===== config.mk =====
export PLATFORM = sky130hd
export DESIGN_NAME = rom_loader
export DESIGN_NICKNAME = d
export VERILOG_FILES = /design/src/hdl/cpc_pkg.sv /design/src/hdl/rom_loader.sv
export SDC_FILE = /design/constraint.sdc
export NUM_CORES = 1
export LEC_CHECK = 0
export ABC_AREA = 1
export BUFFER_PORTS_ARGS = -buffer_cell sky130_fd_sc_hd__buf_2
export CAP_MARGIN = 40
export CORE_MARGIN = 1.5
export CORE_UTILIZATION = 25
export CTS_BUF_LIST = sky130_fd_sc_hd__clkbuf_2
export DETAILED_ROUTE_END_ITERATION = 12
export SETUP_SLACK_MARGIN = 0.4
export SLEW_MARGIN = 20
export SYNTH_ARGS = -nofsm -noshare
export SYNTH_HDL_FRONTEND = slang
export SYNTH_SLANG_ARGS = --single-unit

===== constraint.sdc =====
create_clock -name clk_sys -period 5.1 [get_ports clk_sys]
set_clock_uncertainty 0.2 [all_clocks]
set_input_delay 1.02 -clock clk_sys [delete_from_list [all_inputs] [get_ports clk_sys]]
set_output_delay 1.02 -clock clk_sys [all_outputs]
set_load 0.02 [all_outputs]

===== src/hdl/cpc_pkg.sv =====
package cpc_pkg;

	//////////////////////////////////////////////////
	// Widths

	localparam int BOOT_ADDR_W  = 23;  // External memory address
	localparam int IOCTL_ADDR_W = 25;
	localparam int PAGE_W       = 9;   // High-ROM flag plus 8-bit page
	localparam int PAGE_OFS_W   = 14;  // 16 KB page
	localparam int MF2_RAM_AW   = 13;  // 8 KB cartridge RAM

	// Download index codes
	localparam logic [7:0] IDX_ROM = 8'd0;
	localparam logic [7:0] IDX_EXT = 8'd3;

	//////////////////////////////////////////////////
	// Target pages in external memory

	localparam logic [PAGE_W-1:0] PAGE_OS     = 9'h000;
	localparam logic [PAGE_W-1:0] PAGE_BASIC  = 9'h100;
	localparam logic [PAGE_W-1:0] PAGE_AMSDOS = 9'h107;
	localparam logic [PAGE_W-1:0] PAGE_MF2    = 9'h0FF;
	localparam logic [PAGE_W-1:0] PAGE_BAD    = 9'h1EE;  // Unused page for bad extensions

	//////////////////////////////////////////////////
	// Cartridge shadow locations

	localparam logic [MF2_RAM_AW-1:0] MF2_ADDR_PEN_IDX   = 13'h1FCF;
	localparam logic [MF2_RAM_AW-1:0] MF2_ADDR_PEN_BASE  = 13'h1F90;
	localparam logic [MF2_RAM_AW-1:0] MF2_ADDR_BORDER    = 13'h1FDF;
	localparam logic [MF2_RAM_AW-1:0] MF2_ADDR_MODE      = 13'h1FEF;
	localparam logic [MF2_RAM_AW-1:0] MF2_ADDR_BANK      = 13'h1FFF;
	localparam logic [MF2_RAM_AW-1:0] MF2_ADDR_CRTC_SEL  = 13'h1CFF;
	localparam logic [MF2_RAM_AW-1:0] MF2_ADDR_CRTC_BASE = 13'h1DB0;
	localparam logic [MF2_RAM_AW-1:0] MF2_ADDR_PPI       = 13'h17FF;
	localparam logic [MF2_RAM_AW-1:0] MF2_ADDR_ROMSEL    = 13'h1AAC;

	// I/O port high address bytes
	localparam logic [7:0] PORT_GA       = 8'h7F;
	localparam logic [7:0] PORT_CRTC_SEL = 8'hBC;
	localparam logic [7:0] PORT_CRTC_VAL = 8'hBD;
	localparam logic [7:0] PORT_PPI      = 8'hF7;
	localparam logic [7:0] PORT_ROMSEL   = 8'hDF;

	// Fetch addresses and page-in port
	localparam logic [15:0] NMI_VECTOR    = 16'h0066;
	localparam logic [15:0] MF2_HIDE_ADDR = 16'h0065;
	localparam logic [15:0] MF2_PORT_BASE = 16'hFEE8;  // FEE8 in, FEEA out

	//////////////////////////////////////////////////
	// Download address, seen as slot or as page offset

	typedef struct packed {
		logic [IOCTL_ADDR_W-PAGE_OFS_W-1:0] slot;
		logic [PAGE_OFS_W-1:0]              ofs;
	} ioctl_rom_t;

	typedef struct packed {
		logic [2:0]            unused;
		logic [7:0]            page_ofs;
		logic [PAGE_OFS_W-1:0] ofs;
	} ioctl_ext_t;

	typedef union packed {
		ioctl_rom_t rom;
		ioctl_ext_t ext;
	} ioctl_addr_u;

endpackage


===== src/hdl/rom_loader.sv =====
module rom_loader (
	input  logic                           clk_sys,
	input  logic                           reset,
	input  logic                           ioctl_download,
	input  logic [7:0]                     ioctl_index,
	input  logic                           ioctl_wr,
	input  cpc_pkg::ioctl_addr_u           ioctl_addr,
	input  logic [15:0]                    ioctl_file_ext,
	input  logic                           model,
	output logic                           boot_active,
	output logic                           boot_we,
	output logic [cpc_pkg::BOOT_ADDR_W-1:0] boot_addr,
	output logic [1:0]                     boot_bank,
	output logic [255:0]                   rom_map
);
	import cpc_pkg::*;

	logic              rom_download;
	logic              ext_download;
	logic              old_download;
	logic              old_wr;
	logic              slot_ok;
	logic [PAGE_W-1:0] page;      // Expansion target page
	logic [PAGE_W-1:0] ext_page;
	logic [4:0]        hex_hi;    // Valid flag and nibble
	logic [4:0]        hex_lo;
	logic [7:0]        ext_hi;

	function automatic logic [4:0] hex_digit(input logic [7:0] c);
		logic [4:0] res;
		res = 5'h00;
		if (c >= "0" && c <= "9")
			res = {1'b1, c[3:0]};
		else if (c >= "A" && c <= "F")
			res = {1'b1, c[3:0] + 4'd9};
		return res;
	endfunction

	assign rom_download = ioctl_download && (ioctl_index == IDX_ROM);
	assign ext_download = ioctl_download && (ioctl_index == IDX_EXT);
	assign boot_active  = rom_download | ext_download;
	assign boot_we      = boot_active & ioctl_wr & slot_ok;

	//////////////////////////////////////////////////
	// Expansion page from the file extension

	always_comb begin
		hex_hi = hex_digit(ioctl_file_ext[15:8]);
		hex_lo = hex_digit(ioctl_file_ext[7:0]);
		if (ioctl_file_ext == "ZZ")
			ext_page = '0;
		else if (hex_hi[4] && hex_lo[4])
			ext_page = {1'b1, hex_hi[3:0], hex_lo[3:0]};  // High ROM area
		else
			ext_page = PAGE_BAD;
	end

	always_ff @(posedge clk_sys) begin
		if (ext_download && !old_download)
			page <= ext_page;
	end

	//////////////////////////////////////////////////
	// Boot address and bank

	// Lower 4 MB holds OS, RAM and cartridge ROM, upper 4 MB the high ROMs
	always_comb begin
		slot_ok   = 1'b1;
		boot_bank = 2'b00;
		ext_hi    = page[7:0] + ioctl_addr.ext.page_ofs;
		boot_addr = {{PAGE_W{1'b1}}, ioctl_addr.rom.ofs};
		if (ext_download) begin
			boot_addr = {page[PAGE_W-1], ext_hi, ioctl_addr.ext.ofs};
			boot_bank = {1'b0, model};
		end else begin
			case (ioctl_addr.rom.slot)
				11'd0, 11'd4: boot_addr[BOOT_ADDR_W-1 -: PAGE_W] = PAGE_OS;
				11'd1, 11'd5: boot_addr[BOOT_ADDR_W-1 -: PAGE_W] = PAGE_BASIC;
				11'd2, 11'd6: boot_addr[BOOT_ADDR_W-1 -: PAGE_W] = PAGE_AMSDOS;
				11'd3, 11'd7: boot_addr[BOOT_ADDR_W-1 -: PAGE_W] = PAGE_MF2;
				default:      slot_ok = 1'b0;  // No target
			endcase
			if (slot_ok)
				boot_bank = {1'b0, ioctl_addr.rom.slot[2]};  // 664 images in bank 1
		end
	end

	//////////////////////////////////////////////////
	// Loaded high-ROM map

	always_ff @(posedge clk_sys) begin
		if (reset) begin
			old_download <= 1'b0;
			old_wr       <= 1'b0;
			rom_map      <= '0;
		end else begin
			old_download <= ioctl_download;
			old_wr       <= ioctl_wr;
			// Mark the page once its byte has gone out
			if (boot_active && slot_ok && old_wr && !ioctl_wr && boot_addr[BOOT_ADDR_W-1])
				rom_map[boot_addr[BOOT_ADDR_W-2 -: 8]] <= 1'b1;
		end
	end

endmodule


==> results of run 1 <==
-- kinds of logic after synthesis --
group | count (synthesis)
fa+ha+maj | 16
simple gates | 584
buf+inv | 314
flops | 267
xor+xnor | 3
other cells | 1
compound gates | 240
-- worst register-to-register path, cell delays in order (launching register included) --
cell and delay, ns:
edfxtp_1 0.38, ha_1 0.22, inv_1 0.08, fa_1 0.42, inv_1 0.12, nand3_1 0.23, o21ai_2 0.39, nand3_1 0.32
nor2_2 0.53, a21oi_1 0.14, nor2_1 0.11
-- layer usage --
layer / up-vias / wire, um
li1: 5105 / -
met5: - / 0
met4: 0 / 1201
met1: 4640 / 16550
met2: 367 / 17910
met3: 82 / 2838
-- through the flow --
stage | std cells | total power, uW
global placement | 2257 | 2247
detailed placement | 2260 | 2252
finish | 2400 | 3775
CTS | 2393 | 3849
global route | 2400 | 3976
floorplan | 1425 | 2225
-- registers in the layout, summed over array words and instances, names as in the netlist --
register / count
rom_map: 256
page: 9
old_download: 1
old_wr: 1
-- area by class of cell --
class / count / area, um2 / share of cell area
Antenna cell: 4 / 10.01 / 0.0007373
Multi-Input combinational cell: 844 / 4096 / 0.3018
Clock inverter: 20 / 121.4 / 0.008940
Inverter: 248 / 938.4 / 0.06912
Sequential cell: 267 / 5435 / 0.4004
Timing Repair Buffer: 321 / 1687 / 0.1242
Tap cell: 585 / 732.0 / 0.05392
Clock buffer: 111 / 555.5 / 0.04092
-- worst paths after layout --
kind | from | endpoint | cells past startpoint
hold reg to reg | rom_map[164] | rom_map[164] | 2
setup / recovery | ioctl_download | boot_addr[17] | 10
setup reg to reg | page[0] | rom_map[7] | 10
hold / removal | ioctl_file_ext[3] | page[3] | 3
-- Yosys cell counts (10+ instances only) --
master	number	area, um2
buf_4	22	165.2
a21oi_1	225	1126
nor2_2	15	93.84
ha_1	15	187.7
clkbuf_1	30	112.6
inv_2	10	37.54
dfxtp_1	258	5165
nand3_2	11	110.1
nand2_1	222	833.3
nand3_1	63	315.3
inv_1	234	878.3
nor2_1	233	874.6
-- power groups by stage --
| stage | Combinational (uW) | Sequential (uW) | Clock, uW |
|---|---|---|---|
| CTS | 111 | 2090 | 1640 |
| global route | 123 | 2100 | 1760 |
| finish | 110 | 2090 | 1570 |
| global placement | 104 | 2140 | 0 |
| detailed placement | 109 | 2140 | 0 |
| floorplan | 82.0 | 2140 | 0 |
-- repair_timing --
| item | 4_1_cts | 5_1_grt |
|---|---|---|
| hold buffers | 2 | 0 |
| endpoints found under the setup margin | 0 | 0 |
| hold endpoints to repair | 2 | 0 |
| buffers inserted | 0 | 0 |
==> flow_summary.json, run 1 <==
{
  "worstPathCellList": "dlygate4sd3_1 > buf_2 > nand3_1 > nor2_2 > nand2_1 > inv_2 > nand3_2 > nand2_4 > inv_1 > buf_2",
  "synth_xor_area_frac": 0.002422,
  "seq_power_share": 0.555,
  "wl_um": 38500,
  "grt_pass1_wl_um": 56450,
  "layout-drive-gt1-share": 0.2805,
  "holdCritPathClass": "input pin to flip-flop",
  "first_pass_iters": 7,
  "tritoncts": "yes",
  "yosysWarningCount": 0,
  "outcome": "finished clean",
  "setup_tns_ns": 0,
  "max_slew_margin": 0.5121,
  "yosysSeqAreaShare": 0.5010,
  "drv_slew": 0,
  "grt.total_usage": 0.1695,
  "crit_slowest_cell": "dlygate4sd3_1",
  "routed_via_density": 4.248,
  "fin_nets": 1826,
  "clock.fmax_ghz": 0.2288,
  "postPlaceCellArea_um2": 12840,
  "async_flop_share": 0,
  "synth_area_um2": 10850,
  "num_io_pins": 337,
  "synth_compound_area_frac": 0.1134,
  "crit_fanout": 11,
  "swShare": 0.2694,
  "synth_area_per_cell_um2": 7.613,
  "postLayoutCoreUtil": 0.3158,
  "hold_slack_ns": 0.2324,
  "synth_cell_types": 39,
  "mostFrequentLayoutCells": "buf_2 (306), dfxtp_1 (258), inv_1 (234)",
  "met3_usage": 0.05162,
  "cp-end-kind": "primary output",
  "crit_type": "input pin to primary output",
  "cts_made_buffers": 74,
  "synthesis.nets": 1495,
  "area_delta_synth_final_pct": 25.13,
  "worstPathRequired_ns": 3.88,
  "row_count": 76,
  "hold_viol": 0,
  "crit_arrival_ns": 3.15,
  "path_common_cell": "buf_2",
  "path_clk_slew_ns": 0.10,
  "p_per_area_nw_per_um2": 278.1,
  "die_height_um": 211.3,
  "clkPwrFrac": 0.416,
  "place_congestion": 0.8223,
  "netSwitchingPower_uw": 1017,
  "ir_drop_v": 0.0001301,
  "synthSimpleGateAreaFrac": 0.2423,
  "vias": 10190,
  "drc": 0,
  "final_cell_area_um2": 13580,
  "p_int_uw": 2758,
  "antenna_found_initial": 3,
  "ys.flop_type": "dfxtp_1",
  "crit_buf_inv": 5,
  "wl_per_cell_um": 16.04,
  "start_util": 0.2524,
  "cap_violations": 0,
  "dp_slack_ns": 1.003,
  "first_iter_violations": 563,
  "post-route-period-util": 0.8569,
  "synth_mux_area_frac": 0,
  "grt_pass1_vias": 9621,
  "synth_seq_cells": 267,
  "portBuffers": 307,
  "die_area_um2": 44660,
  "finalSetupViolCount": 0,
  "setup_ws_ns": 0.7299,
  "finalCriticalPeriod_ns": 4.370,
  "grt_max_degree": 100,
  "cts-root-buf": "clkbuf_2",
  "crit_family": "buffers and inverters",
  "worstSkewPairLatency_ns": 1.03,
  "fill_cells": 4745,
  "cts_sinks": 267,
  "die_x_um": 211.3,
  "synth_edf_count": 9,
  "layout_commonest_cell": "buf_2",
  "cts_resized": 0,
  "htree_levels": 3,
  "syn_inst": 1425,
  "p_leak_uw": 0.006146,
  "r2r_slack_ns": 1.85,
  "slowest_delay_ns": 0.52,
  "tightest_slew_ns": 0.7291,
  "clock_path_buffers": 3,
  "grt_overflow_total": 0,
  "core_area_um2": 42980,
  "busiest_layer": "met2",
  "synth_top_family_by_area": "simple AND/OR/NAND/NOR gates",
  "dp_hpwl_um": 28290,
  "ant_nets": 0,
  "critPathLaunchType": "input pin",
  "rsz0062_at_grt": "no",
  "grtUsageMet1": 0.2034,
  "power.share.combinational": 0.029,
  "synth-adder-area-share": 0.01914,
  "met2_usage": 0.2786
}
Note: power is estimated with default switching activity, not from simulation.
==> run 2: changes to the inputs <==
- BUFFER_PORTS_ARGS: -buffer_cell sky130_fd_sc_hd__buf_2 -> not set
- CELL_PAD_IN_SITES_DETAIL_PLACEMENT: not set -> 1
- CELL_PAD_IN_SITES_GLOBAL_PLACEMENT: not set -> 1
- CTS_BUF_LIST: sky130_fd_sc_hd__clkbuf_2 -> not set
- DONT_BUFFER_PORTS: not set -> 1
- PLACE_DENSITY_LB_ADDON: not set -> 0.1
==> flow_summary.json, run 2 (same netlist as run 1, synthesis figures left out) <==
{
  "outcome": "finished clean",
  "first_iter_violations": 388,
  "cts-root-buf": "clkbuf_16",
  "crit_arrival_ns": 2.54,
  "finalCriticalPeriod_ns": 3.765,
  "fill_cells": 5205,
  "n_antenna_cell": 0,
  "first_pass_iters": 4,
  "cts_made_buffers": 34,
  "layout_commonest_cell": "dfxtp_1",
  "grt_pass1_wl_um": 59490,
  "setup_ws_ns": 1.335,
  "p_leak_uw": 0.004526,
  "wl_per_cell_um": 20.20,
  "crit_fanout": 11,
  "largest_reg_flops": 256,
  "grt.total_usage": 0.1802,
  "cap_violations": 0,
  "vias": 8783,
  "hold_viol": 0,
  "p_per_area_nw_per_um2": 372.8,
  "mostFrequentLayoutCells": "dfxtp_1 (258), inv_1 (234), nor2_1 (233)",
  "ant_nets": 0,
  "worstPathRequired_ns": 3.88,
  "cts_resized": 0,
  "drc": 0,
  "wl_um": 40590,
  "grt_overflow_total": 0,
  "setup_tns_ns": 0,
  "dp_hpwl_um": 28820,
  "largest_registers": "rom_map (256), page (9)",
  "post-route-period-util": 0.7382,
  "finalSetupViolCount": 0,
  "tritoncts": "yes",
  "cts_sinks": 267,
  "grt_pass1_vias": 8882,
  "layout-drive-gt1-share": 0.08982,
  "htree_levels": 2,
  "portBuffers": 0,
  "fin_nets": 1470,
  "hold_buffers": 0,
  "dp_slack_ns": 0.9947,
  "drv_slew": 0,
  "core_area_um2": 42980,
  "tightest_slew_ns": 0.7723,
  "critPathLaunchType": "input pin",
  "die_height_um": 211.3,
  "holdCritPathClass": "flip-flop to flip-flop",
  "clock_path_buffers": 3,
  "row_count": 76,
  "place_congestion": 0.7240,
  "clock.fmax_ghz": 0.2656,
  "routed_via_density": 4.370,
  "num_io_pins": 337,
  "die_x_um": 211.3,
  "max_slew_margin": 0.4832,
  "start_util": 0.2524,
  "path_clk_slew_ns": 0.05,
  "die_area_um2": 44660,
  "crit_type": "input pin to primary output",
  "area_delta_synth_final_pct": 14.34,
  "cp-end-kind": "primary output",
  "worstSkewPairLatency_ns": 0.53,
  "post_cts_buffers": 0,
  "antenna_found_initial": 0,
  "regMostFlops": "rom_map",
  "grt_max_degree": 259,
  "rsz0062_at_grt": "no",
  "ir_drop_v": 0.0001867
}
-- run 2: per-stage QoR --
| step | power, uW | util | std cells | instance area (um2) | hold slack, ns |
|---|---|---|---|---|---|
| floorplan | 2225 | - | 1425 | 10850 | 0.3264 |
| global route | 4801 | 0.2886 | 2010 | 12400 | 0.3385 |
| CTS | 4715 | 0.2886 | 2010 | 12400 | 0.3382 |
| global placement | 2192 | 0.2615 | 1949 | 11240 | 0.3339 |
| detailed placement | 2192 | 0.2615 | 1949 | 11240 | 0.3362 |
| finish | 4624 | 0.2886 | 2010 | 12400 | 0.3411 |
-- run 2: worst paths after layout --
check,start,end,slack [ns],depth (start not counted)
max reg2reg,page[0],rom_map[219],1.79,12
max,ioctl_index[6],boot_addr[17],1.34,8
min reg2reg,rom_map[91],rom_map[91],0.34,2
min,rom_map[91],rom_map[91],0.34,2
-- run 2: layer usage --
layer / vias to the layer above / global-route usage / part of all wire
met2: 209 / 0.2955 / 0.47
met1: 4185 / 0.2199 / 0.43
li1: 4344 / - / -
met4: 0 / 0.05025 / 0.018
met5: - / 0 / 0
met3: 45 / 0.06809 / 0.090
-- run 2: area by class of cell --
| type | instances | area (um2) | area share |
|---|---|---|---|
| Clock inverter | 9 | 105.1 | 0.008473 |
| Sequential cell | 267 | 5435 | 0.4382 |
| Timing Repair Buffer | 5 | 37.54 | 0.003026 |
| Multi-Input combinational cell | 844 | 4096 | 0.3302 |
| Tap cell | 585 | 732.0 | 0.05901 |
| Inverter | 248 | 938.4 | 0.07565 |
| Clock buffer | 52 | 1060 | 0.08544 |
-- run 2: power breakdown --
group          internal [uW]  total (uW)  leakage [uW]  switching (uW)
combinational           16.6        48.1       0.00177            31.5
sequential              2100        2100       0.00218           0.244
clock                   1530        2480      0.000576             945
-- run 2: worst max-delay path, stage by stage --
cell	delay, ns
inv_1	0.05
nand2_1	0.06
nor2_2	0.17
nand2_1	0.39
inv_2	0.27
nand3_2	0.19
nand2_4	0.19
inv_1	0.19
==> run 3: changes to the inputs <==
- clock period: 5.1 -> 3.3 ns (I/O delays scaled with it)
==> flow_summary.json, run 3 (same netlist as run 1, synthesis figures left out) <==
{
  "largest_registers": "rom_map (256), page (9)",
  "grt_max_degree": 259,
  "max_slew_margin": 0.5198,
  "routed_via_density": 4.358,
  "path_clk_slew_ns": 0.05,
  "num_io_pins": 337,
  "postLayoutCoreUtil": 0.3125,
  "grt_overflow_total": 0,
  "wl_per_cell_um": 19.76,
  "place_congestion": 0.7313,
  "first_iter_violations": 313,
  "dp_hpwl_um": 28760,
  "crit_fanout": 3,
  "clock.fmax_ghz": 0.3413,
  "reg2regPathDepth": 12,
  "layout_commonest_cell": "dfxtp_1",
  "row_count": 76,
  "cts_sinks": 267,
  "grt.total_usage": 0.1797,
  "cts-root-buf": "clkbuf_16",
  "outcome": "finished clean",
  "crit_type": "flip-flop to primary output",
  "ant_nets": 0,
  "n_antenna_cell": 0,
  "worstPathRequired_ns": 2.44,
  "setup_tns_ns": 0,
  "grt_pass1_wl_um": 59750,
  "ir_drop_v": 0.0002791,
  "layout-drive-gt1-share": 0.1636,
  "vias": 9047,
  "wl_um": 41030,
  "portBuffers": 0,
  "holdCritPathClass": "input pin to flip-flop",
  "whs_path_depth": 2,
  "tritoncts": "yes",
  "antenna_found_initial": 0,
  "area_delta_synth_final_pct": 23.79,
  "hold_viol": 0,
  "post-route-period-util": 0.8879,
  "start_util": 0.2524,
  "die_area_um2": 44660,
  "fill_cells": 5160,
  "die_x_um": 211.3,
  "core_area_um2": 42980,
  "drc": 0,
  "cp-end-kind": "primary output",
  "htree_levels": 2,
  "worstSkewPairLatency_ns": 0.53,
  "finalCriticalPeriod_ns": 2.930,
  "tightest_slew_ns": 0.7176,
  "cts_made_buffers": 34,
  "p_per_area_nw_per_um2": 540.5,
  "die_height_um": 211.3,
  "finalSetupViolCount": 0,
  "crit_arrival_ns": 2.07,
  "regArea_um2": 5435,
  "multi_input_area_um2": 4422,
  "p_leak_uw": 0.004964,
  "grt_pass1_vias": 9038,
  "critPathLaunchType": "flip-flop",
  "first_pass_iters": 4,
  "mostFrequentLayoutCells": "dfxtp_1 (258), inv_1 (227), nor2_1 (226)",
  "clock_path_buffers": 3,
  "cap_violations": 0,
  "regMostFlops": "rom_map",
  "rsz0062_at_grt": "yes",
  "drv_slew": 0,
  "fin_nets": 1539,
  "largest_reg_flops": 256
}
-- run 3: changes by cell type in the layout (fill, tap and decap cells not counted), moves of 8 or more --
cell,before,now
buf_12,0,10
buf_4,5,59
nand2_1,222,203
nand2_2,8,19
nand3_1,63,55
-- run 3: power breakdown --
group | total, uW | switching, uW | internal [uW]
Sequential | 3240 | 0.404 | 3240
Combinational | 118 | 76.1 | 42.3
Clock | 3900 | 1480 | 2420
-- run 3: layout make-up --
class / count / share of cell area
Sequential cell: 267 / 0.4047
Timing Repair Buffer: 74 / 0.05329
Multi-Input combinational cell: 844 / 0.3292
Clock buffer: 48 / 0.07406
Tap cell: 585 / 0.05450
Inverter: 248 / 0.07099
Clock inverter: 10 / 0.01323
-- run 3: worst paths after layout --
| check | start | endpoint | slack [ns] |
|---|---|---|---|
| worst max-delay path | page[0] | boot_addr[20] | 0.37 |
| worst min register to register | rom_map[216] | rom_map[216] | 0.35 |
| worst min-delay path | ioctl_download | old_download | 0.04 |
| worst max register to register | page[0] | rom_map[183] | 0.51 |
-- run 3: timing repair --
action | CTS | global route
setup endpoints to repair | 27 | 163
gates cloned | 0 | 0
resized for setup | 49 | 39
endpoints found under the hold margin | 132 | 44
setup buffers | 19 | 5
pin swaps | 20 | 17
-- run 3: worst max-delay path, stage by stage, from the launching register on --
cell,delay (ns)
edfxtp_1,0.33
ha_2,0.18
inv_2,0.04
fa_2,0.37
inv_2,0.08
nand3_2,0.07
nand4_1,0.12
nand3_2,0.11
nand2_2,0.11
buf_6,0.13
-- run 3: stage by stage --
step	hold slack (ns)	worst slack [ns]	total power [uW]	cell area, um2	cells
final	0.03514	0.3699	7259	13430	2076
after global routing	0.008364	0.2516	7528	13430	2076
after CTS	-0.04574	0.2946	7368	13220	2069
after detailed placement	0.3365	0.03589	3389	11670	1992
after global placement	0.3319	0.08525	3388	11670	1992
after floorplan	0.3264	0.4151	3438	10850	1425
-- run 3: layer usage --
layer | share of wire | vias to the layer above | track usage
li1 | - | 4487 | -
met1 | 0.43 | 4314 | 0.2217
met2 | 0.47 | 206 | 0.2949
met3 | 0.086 | 40 | 0.06957
met4 | 0.014 | 0 | 0.03990
met5 | 0 | - | 0
