$ cat config.mk
export PLATFORM = sky130hd
export DESIGN_NAME = mf2_control_flat
export DESIGN_NICKNAME = d
export VERILOG_FILES = /design/src/hdl/cpc_pkg.sv /design/src/hdl/cpc_bus_if.sv /design/src/hdl/mf2_control.sv /design/src/flat_wrapper.sv
export SDC_FILE = /design/constraint.sdc
export NUM_CORES = 1
export LEC_CHECK = 0
export ABC_AREA = 1
export BUFFER_PORTS_ARGS = -buffer_cell sky130_fd_sc_hd__buf_2
export CAP_MARGIN = 20
export CORE_AREA = 2 2 39 41
export CTS_CLUSTER_SIZE = 28
export DETAILED_ROUTE_END_ITERATION = 12
export DIE_AREA = 0 0 41 43
export PLACE_DENSITY = 0.71
export SETUP_SLACK_MARGIN = 0.15
export SYNTH_ARGS = -nofsm -noshare
export SYNTH_HDL_FRONTEND = slang
export SYNTH_SLANG_ARGS = --single-unit
$ cat constraint.sdc
create_clock -name clk_sys -period 2.9 [get_ports clk_sys]
set_clock_uncertainty 0.1 [all_clocks]
set_input_delay 0.58 -clock clk_sys [delete_from_list [all_inputs] [get_ports clk_sys]]
set_output_delay 0.58 -clock clk_sys [all_outputs]
set_load 0.005 [all_outputs]
$ cat src/hdl/cpc_pkg.sv
package cpc_pkg;

	//////////////////////////////////////////////////
	// Widths

	localparam int BOOT_ADDR_W  = 23;  // External memory address
	localparam int IOCTL_ADDR_W = 25;
	localparam int PAGE_W       = 9;   // High-ROM flag plus 8-bit page
	localparam int PAGE_OFS_W   = 14;  // 16 KB page
	localparam int MF2_RAM_AW   = 13;  // 8 KB cartridge RAM

	// Download index codes
	localparam logic [7:0] IDX_ROM = 8'd0;
	localparam logic [7:0] IDX_EXT = 8'd3;

	//////////////////////////////////////////////////
	// Target pages in external memory

	localparam logic [PAGE_W-1:0] PAGE_OS     = 9'h000;
	localparam logic [PAGE_W-1:0] PAGE_BASIC  = 9'h100;
	localparam logic [PAGE_W-1:0] PAGE_AMSDOS = 9'h107;
	localparam logic [PAGE_W-1:0] PAGE_MF2    = 9'h0FF;
	localparam logic [PAGE_W-1:0] PAGE_BAD    = 9'h1EE;  // Unused page for bad extensions

	//////////////////////////////////////////////////
	// Cartridge shadow locations

	localparam logic [MF2_RAM_AW-1:0] MF2_ADDR_PEN_IDX   = 13'h1FCF;
	localparam logic [MF2_RAM_AW-1:0] MF2_ADDR_PEN_BASE  = 13'h1F90;
	localparam logic [MF2_RAM_AW-1:0] MF2_ADDR_BORDER    = 13'h1FDF;
	localparam logic [MF2_RAM_AW-1:0] MF2_ADDR_MODE      = 13'h1FEF;
	localparam logic [MF2_RAM_AW-1:0] MF2_ADDR_BANK      = 13'h1FFF;
	localparam logic [MF2_RAM_AW-1:0] MF2_ADDR_CRTC_SEL  = 13'h1CFF;
	localparam logic [MF2_RAM_AW-1:0] MF2_ADDR_CRTC_BASE = 13'h1DB0;
	localparam logic [MF2_RAM_AW-1:0] MF2_ADDR_PPI       = 13'h17FF;
	localparam logic [MF2_RAM_AW-1:0] MF2_ADDR_ROMSEL    = 13'h1AAC;

	// I/O port high address bytes
	localparam logic [7:0] PORT_GA       = 8'h7F;
	localparam logic [7:0] PORT_CRTC_SEL = 8'hBC;
	localparam logic [7:0] PORT_CRTC_VAL = 8'hBD;
	localparam logic [7:0] PORT_PPI      = 8'hF7;
	localparam logic [7:0] PORT_ROMSEL   = 8'hDF;

	// Fetch addresses and page-in port
	localparam logic [15:0] NMI_VECTOR    = 16'h0066;
	localparam logic [15:0] MF2_HIDE_ADDR = 16'h0065;
	localparam logic [15:0] MF2_PORT_BASE = 16'hFEE8;  // FEE8 in, FEEA out

	//////////////////////////////////////////////////
	// Download address, seen as slot or as page offset

	typedef struct packed {
		logic [IOCTL_ADDR_W-PAGE_OFS_W-1:0] slot;
		logic [PAGE_OFS_W-1:0]              ofs;
	} ioctl_rom_t;

	typedef struct packed {
		logic [2:0]            unused;
		logic [7:0]            page_ofs;
		logic [PAGE_OFS_W-1:0] ofs;
	} ioctl_ext_t;

	typedef union packed {
		ioctl_rom_t rom;
		ioctl_ext_t ext;
	} ioctl_addr_u;

endpackage

$ cat src/hdl/cpc_bus_if.sv
interface cpc_bus_if;
	import cpc_pkg::*;

	logic [15:0]            cpu_addr;
	logic [7:0]             cpu_dout;
	logic [BOOT_ADDR_W-1:0] ram_a;     // CPU memory address after banking
	logic                   io_wr;
	logic                   mem_rd;
	logic                   mem_wr;
	logic                   m1;        // Opcode fetch

	// Cartridge control, NMI and paging
	modport ctl (
		input cpu_addr,
		input cpu_dout,
		input io_wr,
		input m1
	);

	// Shadow RAM and register capture
	modport shadow (
		input cpu_addr,
		input cpu_dout,
		input ram_a,
		input io_wr,
		input mem_rd,
		input mem_wr
	);

endinterface

$ cat src/hdl/mf2_control.sv
module mf2_control (
	input  logic       clk_sys,
	input  logic       reset,
	input  logic       key_nmi,
	input  logic [1:0] st_mf2,     // 0 enabled, 1 hidden, 2 disabled
	cpc_bus_if.ctl     bus,
	output logic       mf2_nmi,
	output logic       mf2_en,
	output logic       mf2_ram_en,
	output logic       mf2_rom_en
);
	import cpc_pkg::*;

	logic old_key_nmi;
	logic old_m1;
	logic old_io_wr;
	logic mf2_hidden;
	logic nmi_req;
	logic nmi_fetch;
	logic hide_fetch;
	logic port_wr;

	assign nmi_req    = key_nmi & ~old_key_nmi & ~mf2_en & ~st_mf2[1];
	assign nmi_fetch  = bus.m1 & ~old_m1 & mf2_nmi & (bus.cpu_addr == NMI_VECTOR);
	assign hide_fetch = bus.m1 & ~old_m1 & mf2_en & (bus.cpu_addr == MF2_HIDE_ADDR);

	// FEE8 pages in, FEEA pages out
	assign port_wr = bus.io_wr & ~old_io_wr &
		(bus.cpu_addr[15:2] == MF2_PORT_BASE[15:2]);

	//////////////////////////////////////////////////
	// NMI, enable and hidden state

	always_ff @(posedge clk_sys) begin
		if (reset) begin
			old_key_nmi <= 1'b0;
			old_m1      <= 1'b0;
			old_io_wr   <= 1'b0;
			mf2_nmi     <= 1'b0;
			mf2_en      <= 1'b0;
			mf2_hidden  <= |st_mf2;
		end else begin
			old_key_nmi <= key_nmi;
			old_m1      <= bus.m1;
			old_io_wr   <= bus.io_wr;

			if (nmi_req)
				mf2_nmi <= 1'b1;

			if (nmi_fetch) begin  // Cartridge takes over on the NMI fetch
				mf2_en     <= 1'b1;
				mf2_hidden <= 1'b0;
				mf2_nmi    <= 1'b0;
			end

			if (hide_fetch)
				mf2_hidden <= 1'b1;

			if (port_wr) begin
				mf2_en <= ~bus.cpu_addr[1] & ~mf2_hidden & ~st_mf2[1];
				if (!bus.cpu_addr[1])
					mf2_nmi <= 1'b0;  // Page-in serves a pending request
			end
		end
	end

	// ROM at 0000-1FFF, RAM at 2000-3FFF
	assign mf2_rom_en = mf2_en & (bus.cpu_addr[15:13] == 3'b000);
	assign mf2_ram_en = mf2_en & (bus.cpu_addr[15:13] == 3'b001);

endmodule

$ cat src/flat_wrapper.sv
// flat-port wrapper written by rule: the top's interface ports become plain ports
module mf2_control_flat import cpc_pkg::*;
  (clk_sys, reset, key_nmi, st_mf2, mf2_nmi, mf2_en, mf2_ram_en, mf2_rom_en, bus_cpu_addr, bus_cpu_dout, bus_io_wr, bus_m1);
  cpc_bus_if bus_i ();
  input  logic clk_sys;
  input  logic reset;
  input  logic key_nmi;
  input  logic [1:0] st_mf2;
  output logic mf2_nmi;
  output logic mf2_en;
  output logic mf2_ram_en;
  output logic mf2_rom_en;
  input wire logic [$bits(bus_i.cpu_addr)-1:0] bus_cpu_addr;
  input wire logic [$bits(bus_i.cpu_dout)-1:0] bus_cpu_dout;
  input wire logic [$bits(bus_i.io_wr)-1:0] bus_io_wr;
  input wire logic [$bits(bus_i.m1)-1:0] bus_m1;
  assign bus_i.cpu_addr = bus_cpu_addr;
  assign bus_i.cpu_dout = bus_cpu_dout;
  assign bus_i.io_wr = bus_io_wr;
  assign bus_i.m1 = bus_m1;
  mf2_control u_core (.clk_sys(clk_sys), .reset(reset), .key_nmi(key_nmi), .st_mf2(st_mf2), .bus(bus_i), .mf2_nmi(mf2_nmi), .mf2_en(mf2_en), .mf2_ram_en(mf2_ram_en), .mf2_rom_en(mf2_rom_en));
endmodule
==> run_results.csv, run 1 <==
group,metric,value,unit
outcome,status,"finished, final reports clean",
worst_setup_path,reg2regPathDepth,4,
worst_setup_path,worstPathArrival,1.09,ns
finish,final_common_cell,"buf_2",
clocking,cts_setup_buffers,0,
finish,drive_above_1_share,36.6,%
die,initial_utilization,31.5,%
synthesis,netlist_instances,71,
clocking,cts_root_buf,"clkbuf_4",
die,num_io_pins,35,
finish,final_nets,133,
clocking,path_clk_slew,0.06,ns
timing,final_hold_viol_count,0,
pwr,p_leak,0.327,nW
detailed_routing,vias_per_cell,4.32,
synthesis,yosysUniqueCellTypes,17,
placement,placed_cells,113,
worst_setup_path,crit_start,"bus_cpu_addr[15]",
timing,grt_setup_unrepaired,"false",
timing,layout_min_cycle_time,1.77,ns
die,die-area,1760,µm²
detailed_routing,drtIter0Drc,6,
finish,diodes,0,
clocking,cts_tree,"yes",
detailed_routing,ant_nets,0,
clocking,clk_latency,0.25,ns
worst_setup_path,r2r_slack,1.65,ns
detailed_routing,wire_per_inst,8.44,µm
pwr,power,217,µW
placement,globalplace.congestion,0.706,
finish,area_delta_synth_final,40.5,%
timing,slew_headroom,86.9,%
worst_hold_path,hp-class,"reg2reg",
worst_setup_path,cp_data_required_time,2.22,ns
global_route,track_usage,14.1,%
pwr,powerDensity,355,nW/µm²
worst_setup_path,cp_max_fo,4,
detailed_routing,vias,506,
global_route,grt_overflow,0,
detailed_routing,drcViolationCount,0,
synthesis,synthesis.area,435,µm²
die,fp.dieW,41,µm
clocking,cts_hold_buf,0,
worst_setup_path,timing.rr.end,"u_core.mf2_hidden",
die,die_y,43,µm
synthesis,syn_nets,102,
finish,fin_cells,117,
synthesis,ys_ff_latch,6,
clocking,numCtsBuffers,3,
timing,setup_tns,0,ns
worst_setup_path,critPathLaunchType,"input port",
die,rows,14,
worst_setup_path,worstReg2RegStart,"u_core.mf2_en",
global_route,grt_pass1_vias,471,
clocking,clkSinkCount,6,
run,drv_cap,0,
worst_setup_path,path_class,"in2out",
timing,whs,0.434,ns
die,coreArea,1380,µm²
pwr,peakVddDrop,200,µV
worst_setup_path,cp-end-kind,"output pin",
global_route,grt_pass1_wl,1680,µm
global_route,grt_max_degree,9,
timing,min_period_over_period,61.1,%
clocking,cts_resized,0,
finish,final_cell_mix,"26 x buf_2, 15 x nand2_1, 15 x inv_1",
detailed_routing,wirelength,987,µm
placement,dp_hpwl,839,µm
clocking,clockBufferDepth,2,
worst_setup_path,crit_end,"mf2_ram_en",
placement,io_buffers,26,
timing,tightest_slew,0.194,ns
global_route,antenna_found_initial,0,
detailed_routing,first_pass_iters,6,
clocking,htreeDepth,1,
synthesis,yosys_warnings,0,
synthesis,seq_area_frac_synth,29.9,%
timing,slew_viol_final,0,
timing,clock.fmax,564,MHz
timing,setup-violations-final,0,
synthesis,avgSynthCellArea,6.13,µm²
[worst max-delay path: stages]
cell and delay [ns]:
buf_2 0.12, nor4_1 0.24, buf_2 0.15
[power breakdown]
part	leakage [nW]	switching [mW]	internal, mW
logic	0.261	0.0206	0.0187
registers	0.0510	0.00215	0.0893
clock network	0.0150	0.0342	0.0524
total	0.327	0.0569	0.160
[per-layer routing]
metal / track usage, % / wire length [µm] / vias up
li1: - / - / 279
met1: 12.9 / 395 / 208
met2: 25.6 / 520 / 19
met3: 4.71 / 71 / 0
met4: 6.00 / 0 / 0
met5: 0 / 0 / -
[layout make-up]
type                    instances  area, µm²
well taps                      16       20.0
repair buffers                 26        130
clock buffers                   4       26.3
fillers                       165        772
inverters                      15       56.3
flip-flops and latches          6        130
multi-input cells              50        249
[registers in the layout (all words and copies together), names as in the netlist]
name	cells
u_core.mf2_en	1
u_core.mf2_hidden	1
u_core.mf2_nmi	1
u_core.old_io_wr	1
u_core.old_key_nmi	1
u_core.old_m1	1
[per-stage QoR]
step	setup WS, ns	area, µm²	utilization (%)
after floorplan	1.33	435	-
after CTS	1.12	612	44.2
after global placement	1.13	586	42.3
after global routing	1.08	612	44.2
final	1.13	612	44.2
after detailed placement	1.13	586	42.3
[synthesized netlist by cell type (all sizes together)]
master  count  area, µm²
nor2       18       82.6
inv        15       56.3
nand2      15       56.3
dfxtp       5        100
nand3       5       40.0
a21oi       3       18.8
nor3        3       15.0
nor4        2       12.5
o21ai       2       10.0
edfxtp      1       30.0
nand3b      1       7.51
nand4       1       6.26
[worst min-delay path by stage]
stage / from / to / slack, ns / cells after the start
after floorplan: u_core.mf2_hidden / u_core.mf2_en / 0.39 / 3
after global placement: u_core.mf2_hidden / u_core.mf2_en / 0.44 / 3
after detailed placement: u_core.mf2_hidden / u_core.mf2_en / 0.43 / 3
after CTS: u_core.mf2_hidden / u_core.mf2_en / 0.44 / 3
after global routing: u_core.mf2_hidden / u_core.mf2_en / 0.45 / 3
final: u_core.mf2_hidden / u_core.mf2_en / 0.43 / 3
[cells by family after synthesis]
family | share of synthesized area (%)
AO/OA/AOI/OAI | 6.61
buffers and inverters | 12.9
flip-flops | 29.9
AND/OR/NAND/NOR | 50.6
Power figures use the tool's default switching activity.
==> run 2: changes to the inputs <==
CORE_AREA = unset   (was 2 2 39 41)
CORE_MARGIN = 2   (was unset)
CORE_UTILIZATION = 33   (was unset)
DIE_AREA = unset   (was 0 0 41 43)
PLACE_DENSITY = 0.74   (was 0.71)
clock period = 1.6 ns   (was 2.9 ns; I/O delays follow)
==> run 2 against run 1 <==
Compared with the run above: hold slack got worse by 0.25 ns; combinational power rose by 81%; sequential power grew 81%; via count grew 0.99%; register-to-register slack lost 1.2 ns; final cell count fell by 0.85%; clock power grew 79%; global-route usage grew 2.5 points; critical path depth stayed put; final area shrank 0.20%; critical path type is now reg2out; utilization is 3.9 points higher.
==> run_results.csv, run 2 (synthesis results as in run 1) <==
group,metric,value,unit
timing,layout_min_cycle_time,1.38,ns
detailed_routing,vias,511,
placement,dp_hpwl,824,µm
placement,io_buffers,26,
clocking,htreeDepth,1,
run,drv_cap,0,
detailed_routing,drtIter0Drc,5,
finish,drive_above_1_share,36.6,%
finish,seq_area,130,µm²
clocking,clk_latency,0.25,ns
outcome,status,"finished, final reports clean",
global_route,antenna_found_initial,0,
detailed_routing,ant_nets,0,
worst_setup_path,path_cells,"inv_1, nor4_1, buf_2",
detailed_routing,first_pass_iters,2,
die,rows,13,
timing,setup-violations-final,0,
worst_setup_path,cp_slowest_stage_delay,0.31,ns
clocking,cts_tree,"yes",
worst_hold_path,hp-class,"in2reg",
placement,globalplace.congestion,0.698,
detailed_routing,dr_wl_met3,81,µm
worst_setup_path,cp_data_required_time,1.18,ns
die,die-area,1630,µm²
die,num_io_pins,35,
clocking,path_clk_slew,0.05,ns
timing,tightest_slew,0.208,ns
detailed_routing,vias_per_cell,4.41,
worst_setup_path,critPathLaunchType,"flop",
timing,grt_setup_unrepaired,"false",
die,fp.dieW,40.3,µm
worst_setup_path,path_class,"reg2out",
finish,final_nets,133,
worst_setup_path,cp_slowest_cell,"dfxtp_1",
timing,slew_headroom,86.0,%
timing,final_hold_viol_count,0,
clocking,cts_root_buf,"clkbuf_4",
clocking,clkSinkCount,6,
finish,fillCellCount,147,
finish,final_cell_mix,"26 x buf_2, 15 x nand2_1, 15 x inv_1",
pwr,peakVddDrop,354,µV
detailed_routing,wl_met1,371,µm
finish,area_delta_synth_final,40.2,%
die,die_y,40.3,µm
timing,clock.fmax,726,MHz
global_route,grt_pass1_vias,482,
pwr,p_leak,0.328,nW
detailed_routing,drcViolationCount,0,
detailed_routing,wirelength,974,µm
die,initial_utilization,34.3,%
global_route,grt_max_degree,9,
die,coreArea,1270,µm²
detailed_routing,wl_met2,515,µm
timing,slew_viol_final,0,
timing,min_period_over_period,86.1,%
detailed_routing,wire_per_inst,8.40,µm
timing,setup_tns,0,ns
global_route,grt_pass1_wl,1710,µm
finish,final_common_cell,"buf_2",
pwr,power,392,µW
detailed_routing,top_layer_used,"met4",
finish,multi_input_area,249,µm²
global_route,grt_overflow,0,
pwr,powerDensity,642,nW/µm²
clocking,numCtsBuffers,3,
global_route,track_usage,16.5,%
worst_setup_path,worstPathArrival,0.96,ns
worst_setup_path,cp-end-kind,"output pin",
worst_setup_path,cp_max_fo,5,
clocking,clockBufferDepth,2,
finish,diodes,0,
==> run 2: cell counts in the layout (fill, tap and decap cells not counted) <==
Identical to the previous run, type by type.
==> run 2: critical path: cells and delay by family (launching register included) <==
family,cells,cell delay [ns]
buf+inv,2,0.23
flops,1,0.31
simple gates,1,0.16
==> run 2: stage by stage <==
step / hold slack, ns / instance area, µm² / instances / util, % / setup slack (ns)
2_1_floorplan: 0.282 / 435 / 71 / - / 0.435
3_3_place_gp: 0.426 / 584 / 112 / 46.1 / 0.260
3_5_place_dp: 0.447 / 584 / 112 / 46.1 / 0.243
4_1_cts: 0.188 / 611 / 116 / 48.1 / 0.203
5_1_grt: 0.219 / 611 / 116 / 48.1 / 0.161
6_report: 0.188 / 611 / 116 / 48.1 / 0.223
==> run 2: repair_timing <==
action                                  in CTS  in global routing
gates resized for setup                      0                  0
hold buffers                                 0                  0
buffers inserted                             0                  0
endpoints found under the setup margin       2                  0
==> run 2: layout make-up <==
type / count / share of cell area, %
clock buffers: 4 / 4.30
inverters: 15 / 9.22
multi-input cells: 50 / 40.8
flip-flops and latches: 6 / 21.3
well taps: 15 / 3.07
repair buffers: 26 / 21.3
==> run 2: report_power, final <==
| part | internal [mW] | leakage, nW | switching, mW | total [mW] |
|---|---|---|---|---|
| clock network | 0.0948 | 0.0150 | 0.0602 | 0.155 |
| logic | 0.0338 | 0.262 | 0.0374 | 0.0711 |
| registers | 0.162 | 0.0510 | 0.00355 | 0.166 |
==> run 2: per-layer routing <==
metal,global-route usage (%),up-vias
met1,14.6,214
met5,0,-
met3,8.33,2
li1,-,279
met2,31.7,16
met4,5.00,0
==> run 2: final timing paths <==
path | from | to | slack, ns | cells after the start
min | key_nmi | u_core.old_key_nmi | 0.19 | 3
max reg2reg | u_core.mf2_en | u_core.mf2_hidden | 0.41 | 4
max | u_core.mf2_en | mf2_rom_en | 0.22 | 3
min reg2reg | u_core.mf2_hidden | u_core.mf2_en | 0.46 | 3
==> run 3: changes to the inputs <==
CORE_MARGIN = unset   (was 2)
==> run 3 against run 2 <==
Compared with the run above: sequential share of layout area barely moved; combinational power barely moved; worst setup slack got worse by 0.030 ns; register-to-register slack got worse by 0.05 ns; clock power rose by 3%; final cell count fell by 0.86%; total power rose by 1.0%; hold slack got worse by 0.0022 ns; sequential cell count did not move; maximum frequency fell by 2.1%; sequential power barely moved; critical path depth did not move; critical path type unchanged.
==> run_results.csv, run 3 (synthesis results as in run 1) <==
group,metric,value,unit
global_route,antenna_found_initial,0,
worst_setup_path,cp_slowest_stage_delay,0.32,ns
finish,drive_above_1_share,36.6,%
detailed_routing,drtIter0Drc,10,
timing,layout_min_cycle_time,1.41,ns
finish,area_delta_synth_final,39.9,%
clocking,clockBufferDepth,2,
timing,tightest_slew,0.206,ns
detailed_routing,wire_per_inst,8.24,µm
run,drv_cap,0,
finish,final_common_cell,"buf_2",
worst_setup_path,cp_max_fo,5,
finish,final_cell_mix,"26 x buf_2, 15 x nand2_1, 15 x inv_1",
worst_setup_path,reg2regPathDepth,4,
die,coreArea,1170,µm²
timing,slew_viol_final,0,
placement,globalplace.congestion,0.710,
detailed_routing,drcViolationCount,0,
detailed_routing,wirelength,948,µm
worst_setup_path,worstPathArrival,0.99,ns
worst_setup_path,critPathLaunchType,"flop",
global_route,grt_overflow,0,
worst_setup_path,path_cells,"inv_1, nor4_1, buf_2",
worst_setup_path,r2r_slack,0.36,ns
timing,grt_setup_unrepaired,"true",
timing,final_hold_viol_count,0,
pwr,powerDensity,650,nW/µm²
finish,diodes,0,
finish,fillCellCount,124,
global_route,grt_max_degree,9,
die,die-area,1470,µm²
finish,final_util,52.0,%
die,fp.dieW,38.3,µm
die,rows,12,
worst_hold_path,hold_depth,3,
finish,final_nets,133,
pwr,p_leak,0.328,nW
clocking,clkSinkCount,6,
timing,setup-violations-final,0,
die,die_y,38.3,µm
detailed_routing,vias_per_cell,4.41,
global_route,grt_pass1_wl,1490,µm
clocking,path_clk_slew,0.04,ns
placement,dp_hpwl,792,µm
worst_setup_path,cp-end-kind,"output pin",
die,initial_utilization,37.2,%
clocking,htreeDepth,1,
pwr,peakVddDrop,216,µV
worst_setup_path,cp_data_required_time,1.18,ns
global_route,grt_pass1_vias,431,
timing,setup_tns,0,ns
global_route,track_usage,14.8,%
placement,io_buffers,26,
outcome,status,"finished, final reports clean",
clocking,numCtsBuffers,3,
timing,clock.fmax,711,MHz
detailed_routing,ant_nets,0,
worst_hold_path,hp-class,"in2reg",
clocking,cts_root_buf,"clkbuf_4",
clocking,clk_latency,0.26,ns
clocking,cts_tree,"yes",
detailed_routing,first_pass_iters,4,
worst_setup_path,cp_slowest_cell,"dfxtp_1",
worst_setup_path,path_class,"reg2out",
detailed_routing,vias,507,
die,num_io_pins,35,
timing,min_period_over_period,87.9,%
pwr,power,396,µW
timing,slew_headroom,86.2,%
clocking,cts_setup_buffers,0,
-- run 3: cell counts in the layout (fill, tap and decap cells not counted) --
Identical to the previous run, type by type.
-- run 3: critical path, delay by kind of cell (launching register included) --
kind / cells / cell delay [ns]
buf+inv: 2 / 0.25
flops: 1 / 0.32
simple gates: 1 / 0.17
-- run 3: routing by layer --
metal	track usage, %	vias to the layer above	share of wire [%]	routed length (µm)
li1	-	282	-	-
met4	10.7	0	1.6	15
met2	26.3	22	43	412
met1	15.8	201	48	459
met3	1.74	2	6.4	61
met5	0	-	0	0
-- run 3: where the power goes --
group	switching [mW]	leakage [nW]	internal (mW)
clock network	0.0638	0.0150	0.0950
logic	0.0374	0.262	0.0338
registers	0.00373	0.0510	0.162
total	0.105	0.328	0.291
-- run 3: cell type report --
cell class | count | area (µm²) | share of cell area [%]
Multi-Input combinational cell | 50 | 249 | 40.9
Tap cell | 14 | 17.5 | 2.87
Clock buffer | 4 | 26.3 | 4.31
Inverter | 15 | 56.3 | 9.24
Timing Repair Buffer | 26 | 130 | 21.4
Sequential cell | 6 | 130 | 21.4
-- run 3: through the flow --
step           std cells  hold WS, ns  area [µm²]  setup WS [ns]
3_5_place_dp         111        0.443         583          0.234
6_report             115        0.185         609          0.193
5_1_grt              115        0.215         609          0.128
2_1_floorplan         71        0.282         435          0.435
3_3_place_gp         111        0.427         583          0.263
4_1_cts              115        0.187         609          0.181
-- run 3: final timing paths --
| path | from | end |
|---|---|---|
| max | u_core.mf2_en | mf2_rom_en |
| min | key_nmi | u_core.old_key_nmi |
| max reg2reg | u_core.mf2_en | u_core.mf2_hidden |
| min reg2reg | u_core.mf2_hidden | u_core.mf2_en |
-- run 3: what timing repair did --
item                       4_1_cts  5_1_grt
pin swaps                        2        0
cloned                           0        0
resized for setup                0        0
hold buffers                     0        0
setup endpoints to repair        2        2
